**config.mk**
```make
export PLATFORM = sky130hd
export DESIGN_NAME = riscv_csr
export DESIGN_NICKNAME = d
export VERILOG_FILES = /design/src/rtl/csr_pkg.sv /design/src/rtl/csr_counter64.sv /design/src/rtl/time_prescaler.sv /design/src/rtl/csr_access.sv /design/src/rtl/riscv_csr.sv
export SDC_FILE = /design/constraint.sdc
export NUM_CORES = 1
export LEC_CHECK = 0
export BUFFER_PORTS_ARGS = -buffer_cell sky130_fd_sc_hd__buf_2
export CAP_MARGIN = 20
export CORE_UTILIZATION = 35
export DETAILED_ROUTE_END_ITERATION = 6
export PLACE_DENSITY = 0.62
export SLEW_MARGIN = 15
export SYNTH_ARGS = -nofsm -noshare
export SYNTH_HDL_FRONTEND = slang
export SYNTH_SLANG_ARGS = --single-unit
```
**constraint.sdc**
```tcl
create_clock -name clk -period 3.1 [get_ports clk]
set_input_delay 0.465 -clock clk [delete_from_list [all_inputs] [get_ports clk]]
set_output_delay 0.465 -clock clk [all_outputs]
set_load 0.02 [all_outputs]
```
**src/rtl/csr_pkg.sv**
```systemverilog
package csr_pkg;

  // one CSR word; every counter is two words wide.
  localparam int xlen = 32;

  // user counter addresses, low word then high word.
  localparam logic [xlen-1:0] csr_cycle    = 32'h0000_0C00;
  localparam logic [xlen-1:0] csr_cycleh   = 32'h0000_0C80;

  localparam logic [xlen-1:0] csr_time     = 32'h0000_0C01;
  localparam logic [xlen-1:0] csr_timeh    = 32'h0000_0C81;

  localparam logic [xlen-1:0] csr_instret  = 32'h0000_0C02;
  localparam logic [xlen-1:0] csr_instreth = 32'h0000_0C82;

endpackage

```
**src/rtl/csr_counter64.sv**
```systemverilog
`timescale 1ns/1ps

module csr_counter64 import csr_pkg::*; (
  input  logic              clk,
  input  logic              rst,
  input  logic              inc,
  input  logic              lo_we,
  input  logic              hi_we,
  input  logic [xlen-1:0]   wr_data,
  input  logic [xlen-1:0]   wr_mask,
  output logic [2*xlen-1:0] count
);

  logic [xlen-1:0]   count_lo;
  logic [xlen-1:0]   count_hi;
  logic [xlen-1:0]   merged_lo;
  logic [xlen-1:0]   merged_hi;
  logic [2*xlen-1:0] count_next;

  assign count_lo = count[xlen-1:0];
  assign count_hi = count[2*xlen-1:xlen];

  // mask bits at one take the new data, the rest keep the old value.
  assign merged_lo = (count_lo & ~wr_mask) | (wr_data & wr_mask);
  assign merged_hi = (count_hi & ~wr_mask) | (wr_data & wr_mask);

  always_comb begin
    count_next = count;
    if (lo_we || hi_we) begin // a write cycle suppresses the increment.
      if (lo_we) begin
        count_next[xlen-1:0] = merged_lo;
      end
      if (hi_we) begin
        count_next[2*xlen-1:xlen] = merged_hi;
      end
    end else if (inc) begin
      count_next = count + (2*xlen)'(1); // carry runs into the high word.
    end
  end

  always_ff @(posedge clk) begin
    if (rst) begin
      count <= '0;
    end else begin
      count <= count_next;
    end
  end

endmodule

```
**src/rtl/time_prescaler.sv**
```systemverilog
`timescale 1ns/1ps

module time_prescaler #(
  parameter int TICK_DIV = 50000
) (
  input  logic clk,
  input  logic rst,
  output logic tick
);

  localparam int cnt_w = (TICK_DIV > 1) ? $clog2(TICK_DIV) : 1;
  localparam logic [cnt_w-1:0] last_count = cnt_w'(TICK_DIV - 1);

  logic [cnt_w-1:0] div_count;

  // tick marks the last clock of each period.
  assign tick = (div_count == last_count);

  always_ff @(posedge clk) begin
    if (rst) begin
      div_count <= '0;
    end else if (tick) begin
      div_count <= '0; // wrap back for the next period.
    end else begin
      div_count <= div_count + cnt_w'(1);
    end
  end

endmodule

```
**src/rtl/csr_access.sv**
```systemverilog
`timescale 1ns/1ps

module csr_access import csr_pkg::*; (
  input  logic              clk,
  input  logic              rst,
  input  logic              csr_req,
  input  logic              csr_write,
  input  logic [xlen-1:0]   csr_addr,
  input  logic [xlen-1:0]   csr_mask,
  input  logic [xlen-1:0]   csr_data_wr,
  input  logic [2*xlen-1:0] cycle_count,
  input  logic [2*xlen-1:0] time_count,
  input  logic [2*xlen-1:0] instret_count,
  output logic              cycle_lo_we,
  output logic              cycle_hi_we,
  output logic              time_lo_we,
  output logic              time_hi_we,
  output logic              instret_lo_we,
  output logic              instret_hi_we,
  output logic [xlen-1:0]   wr_data,
  output logic [xlen-1:0]   wr_mask,
  output logic              csr_ack,
  output logic [xlen-1:0]   csr_data_rd
);

  logic            wr_hit;
  logic            rd_hit;
  logic [xlen-1:0] rd_word;

  assign wr_hit = csr_req & csr_write;
  assign rd_hit = csr_req & ~csr_write;

  // strobes act in the request cycle so the word updates at the sampling edge.
  assign cycle_lo_we   = wr_hit && (csr_addr == csr_cycle);
  assign cycle_hi_we   = wr_hit && (csr_addr == csr_cycleh);
  assign time_lo_we    = wr_hit && (csr_addr == csr_time);
  assign time_hi_we    = wr_hit && (csr_addr == csr_timeh);
  assign instret_lo_we = wr_hit && (csr_addr == csr_instret);
  assign instret_hi_we = wr_hit && (csr_addr == csr_instreth);

  assign wr_data = csr_data_wr;
  assign wr_mask = csr_mask;

  always_comb begin
    case (csr_addr)
      csr_cycle: begin
        rd_word = cycle_count[xlen-1:0];
      end
      csr_cycleh: begin
        rd_word = cycle_count[2*xlen-1:xlen];
      end
      csr_time: begin
        rd_word = time_count[xlen-1:0];
      end
      csr_timeh: begin
        rd_word = time_count[2*xlen-1:xlen];
      end
      csr_instret: begin
        rd_word = instret_count[xlen-1:0];
      end
      csr_instreth: begin
        rd_word = instret_count[2*xlen-1:xlen];
      end
      default: begin
        rd_word = '0; // unknown addresses read as zero.
      end
    endcase
  end

  always_ff @(posedge clk) begin
    if (rst) begin
      csr_ack     <= 1'b0;
      csr_data_rd <= '0;
    end else begin
      csr_ack     <= csr_req; // every request is acknowledged one clock later.
      csr_data_rd <= rd_hit ? rd_word : '0; // data is only valid with a read ack.
    end
  end

endmodule

```
**src/rtl/riscv_csr.sv**
```systemverilog
`timescale 1ns/1ps

module riscv_csr import csr_pkg::*; #(
  parameter int TICK_DIV = 50000
) (
  input  logic            clk,
  input  logic            rst,
  input  logic            alu_vld,
  input  logic            alu_retired,
  input  logic            csr_req,
  output logic            csr_ack,
  input  logic            csr_write,
  input  logic [xlen-1:0] csr_addr,
  input  logic [xlen-1:0] csr_mask,
  input  logic [xlen-1:0] csr_data_wr,
  output logic [xlen-1:0] csr_data_rd
);

  logic              cycle_lo_we;
  logic              cycle_hi_we;
  logic              time_lo_we;
  logic              time_hi_we;
  logic              instret_lo_we;
  logic              instret_hi_we;
  logic [xlen-1:0]   wr_data;
  logic [xlen-1:0]   wr_mask;
  logic [2*xlen-1:0] cycle_count;
  logic [2*xlen-1:0] time_count;
  logic [2*xlen-1:0] instret_count;
  logic              tick;
  logic              retire;

  assign retire = alu_vld & alu_retired; // only valid, retired instructions count.

  csr_access access (
    .clk           (clk),
    .rst           (rst),
    .csr_req       (csr_req),
    .csr_write     (csr_write),
    .csr_addr      (csr_addr),
    .csr_mask      (csr_mask),
    .csr_data_wr   (csr_data_wr),
    .cycle_count   (cycle_count),
    .time_count    (time_count),
    .instret_count (instret_count),
    .cycle_lo_we   (cycle_lo_we),
    .cycle_hi_we   (cycle_hi_we),
    .time_lo_we    (time_lo_we),
    .time_hi_we    (time_hi_we),
    .instret_lo_we (instret_lo_we),
    .instret_hi_we (instret_hi_we),
    .wr_data       (wr_data),
    .wr_mask       (wr_mask),
    .csr_ack       (csr_ack),
    .csr_data_rd   (csr_data_rd)
  );

  time_prescaler #(
    .TICK_DIV (TICK_DIV)
  ) prescaler (
    .clk  (clk),
    .rst  (rst),
    .tick (tick)
  );

  csr_counter64 cycle_counter (
    .clk     (clk),
    .rst     (rst),
    .inc     (1'b1), // cycle runs on every clock.
    .lo_we   (cycle_lo_we),
    .hi_we   (cycle_hi_we),
    .wr_data (wr_data),
    .wr_mask (wr_mask),
    .count   (cycle_count)
  );

  csr_counter64 time_counter (
    .clk     (clk),
    .rst     (rst),
    .inc     (tick),
    .lo_we   (time_lo_we),
    .hi_we   (time_hi_we),
    .wr_data (wr_data),
    .wr_mask (wr_mask),
    .count   (time_count)
  );

  csr_counter64 instret_counter (
    .clk     (clk),
    .rst     (rst),
    .inc     (retire),
    .lo_we   (instret_lo_we),
    .hi_we   (instret_hi_we),
    .wr_data (wr_data),
    .wr_mask (wr_mask),
    .count   (instret_count)
  );

endmodule

```
==> impl_metrics.env <==
export IMPL_status="complete, no violations"
export IMPL_cts_buffers=30
export IMPL_synth_area_um2=17200
export IMPL_drtIter0Drc=3048
export IMPL_setup_worst_path_start_class="flop"
export IMPL_cts_tree="done"
export IMPL_cap_viol_max_count=0
export IMPL_hold_violations=0
export IMPL_slew_violations=0
export IMPL_slew_headroom_pct=23.9
export IMPL_clk_path_buf_depth=3
export IMPL_start_util_pct=35.7
export IMPL_crit_path_end_kind="flop"
export IMPL_finalCriticalPeriod_ns=2.86
export IMPL_multi_input_area_um2=11400
export IMPL_synth_seq_cells=241
export IMPL_synth_top_family_by_area="simple AND/OR/NAND/NOR gates"
export IMPL_fillers=4940
export IMPL_grt_max_degree=115
export IMPL_setup_tns_ns=0
export IMPL_holdCritPathClass="input port to flop"
export IMPL_tightest_slew_ns=1.14
export IMPL_synthArstFlopShare_pct=0
export IMPL_hold_slack_ns=0.142
export IMPL_vias_per_cell=6.79
export IMPL_yosysSeqAreaShare_pct=28.1
export IMPL_clock_tree_htree_level_count=1
export IMPL_synthToLayoutAreaGrowth_pct=22.0
export IMPL_grt_pass1_vias=20100
export IMPL_irDropWorstVdd_mv=0.378
export IMPL_critPathArrivalTime_ns=3.39
export IMPL_nNetsFinal=2632
export IMPL_place_ws_ns=-0.184
export IMPL_coreArea_um2=48000
export IMPL_holdBufCountCts=0
export IMPL_insertion_delay_ns=0.62
export IMPL_yosys_area_share_simple_pct=30.4
export IMPL_first_pass_iters=6
export IMPL_wl_per_cell_um=29.7
export IMPL_max_freq_mhz=349
export IMPL_synth_cells=2328
export IMPL_ys_warn_count=0
export IMPL_setup_viol=0
export IMPL_skew_ns=0.0387
export IMPL_row_count=80
export IMPL_root_buffer="clkbuf_16"
export IMPL_synth_compound_area_share_pct=26.2
export IMPL_cts_clk_slew_worst_paths_ns=0.06
export IMPL_track_usage_pct=36.9
export IMPL_post_cts_setup_buffers=0
export IMPL_regArea_um2=4820
export IMPL_rsz0062_at_grt="false"
export IMPL_power_density_nw_per_um2=368
export IMPL_port_buffers=134
export IMPL_final_util_pct=43.6
export IMPL_die_w_um=224
export IMPL_place_congestion=1.03
export IMPL_grt_overflow=0
export IMPL_finalCritPeriodShare_pct=92.4
export IMPL_critPathKind="flop to flop"
export IMPL_wirelength_um=94200
export IMPL_drc_errors=0
export IMPL_synth_edf_count=0
export IMPL_muxShareOfSynthArea_pct=5.00
export IMPL_fp_dieH_um=224
export IMPL_syn_area_per_cell_um2=7.38
export IMPL_mostFrequentLayoutCells="241 x dfxtp_1, 213 x buf_4, 188 x nand2_1, 170 x nor2_1, 157 x o21ai_0"
export IMPL_synth_fp_nets=2434
export IMPL_cts_sinks=241
export IMPL_cp_max_fo=7
export IMPL_synth_xor_area_share_pct=4.23
export IMPL_final_common_cell="dfxtp_1"
export IMPL_detailed_place_hpwl_um=69400
export IMPL_postRouteAntennaNets=0
export IMPL_rrSetupSlack_ns=0.24
export IMPL_power_leakage_nw=6.97
export IMPL_num_vias=21500
export IMPL_setup_slack_ns=0.236
export IMPL_synth_fa_ha_area_share_pct=0.291
export IMPL_antenna_found_initial=8
export IMPL_ys_types=85
export IMPL_critPathRequiredTime_ns=3.63
export IMPL_die_area_um2=50000
export IMPL_ys_flop_type="dfxtp_1"
export IMPL_io_pins=135
export IMPL_grt_pass1_wl_um=137000
export IMPL_drive_gt1_share_pct=18.4
-- worst max-delay path: stages (launching register included) --
cell and delay [ns]:
dfxtp_1 0.46, ha_1 0.24, nand3_1 0.21, or4_1 0.75, nor3_1 0.24, buf_4 0.18
nand4_1 0.25, xor2_1 0.23, a211oi_1 0.22
-- per-layer routing --
layer | part of all wire [%] | up-vias | GRT usage [%]
met4 | 9.1 | 4 | 27.5
met5 | 0.035 | - | 0
met1 | 37 | 10300 | 45.5
met2 | 41 | 1557 | 54.1
met3 | 13 | 406 | 11.1
li1 | - | 9281 | -
-- metrics by stage --
step	power, mW	instance area [um^2]	cells
after floorplan	3.54	17200	2328
after global placement	3.94	19900	3109
after detailed placement	3.95	19900	3109
after CTS	7.67	20900	3163
after global routing	7.84	20900	3165
final	7.70	20900	3168
-- final cells by class --
type                       instances  area share, %
multi-input combinational       1831           54.5
sequential                       241           23.0
timing repair buffer             367           12.9
clock buffer                      43           4.20
tap                              615           3.67
inverter                          55          0.986
clock inverter                    11          0.705
antenna                            5         0.0597
-- cell families after synthesis --
| family | after synthesis |
|---|---|
| AOI/OAI and AO/OA | 680 |
| DFF | 241 |
| xor gates and xnor gates | 83 |
| and+or+nand+nor | 981 |
| adders and majority gates | 4 |
| muxes | 83 |
| buffers and inverters | 256 |
-- path summary, 6_finish.rpt --
check / startpoint / end / cells past startpoint
worst max-delay path: flop / flop / 8
worst min-delay path: csr_req / access.csr_ack / 2
worst max register to register: flop / flop / 8
worst min register to register: prescaler.div_count[0] / prescaler.div_count[0] / 1
-- Yosys cell counts, types with 53 or more instances --
master    instances  area share, %
clkbuf_1        159            3.5
nor4_1           75            2.7
nor2_1          170            3.7
inv_1            53            1.2
dfxtp_1         241             28
mux2i_1          70            4.1
a21oi_1         146            4.3
nor3_1           88            2.6
xnor2_1          61            3.1
nand4_1         102            3.7
o21ai_0         157            4.6
a211oi_1         70            3.1
nand2_1         188            4.1
a221oi_1         62            3.2
nand3_1         124            3.6
-- power breakdown --
part | total [mW] | switching [mW] | internal, mW | leakage [nW]
sequential | 3.19 | 0.0623 | 3.13 | 1.95
combinational | 0.737 | 0.532 | 0.205 | 4.52
clock | 3.78 | 1.57 | 2.21 | 0.506
-- what timing repair did --
item,4_1_cts,5_1_grt
endpoints found under the hold margin,0,0
resized for setup,0,1
endpoints found under the setup margin,0,1
Note: power is estimated with default switching activity, not from simulation.
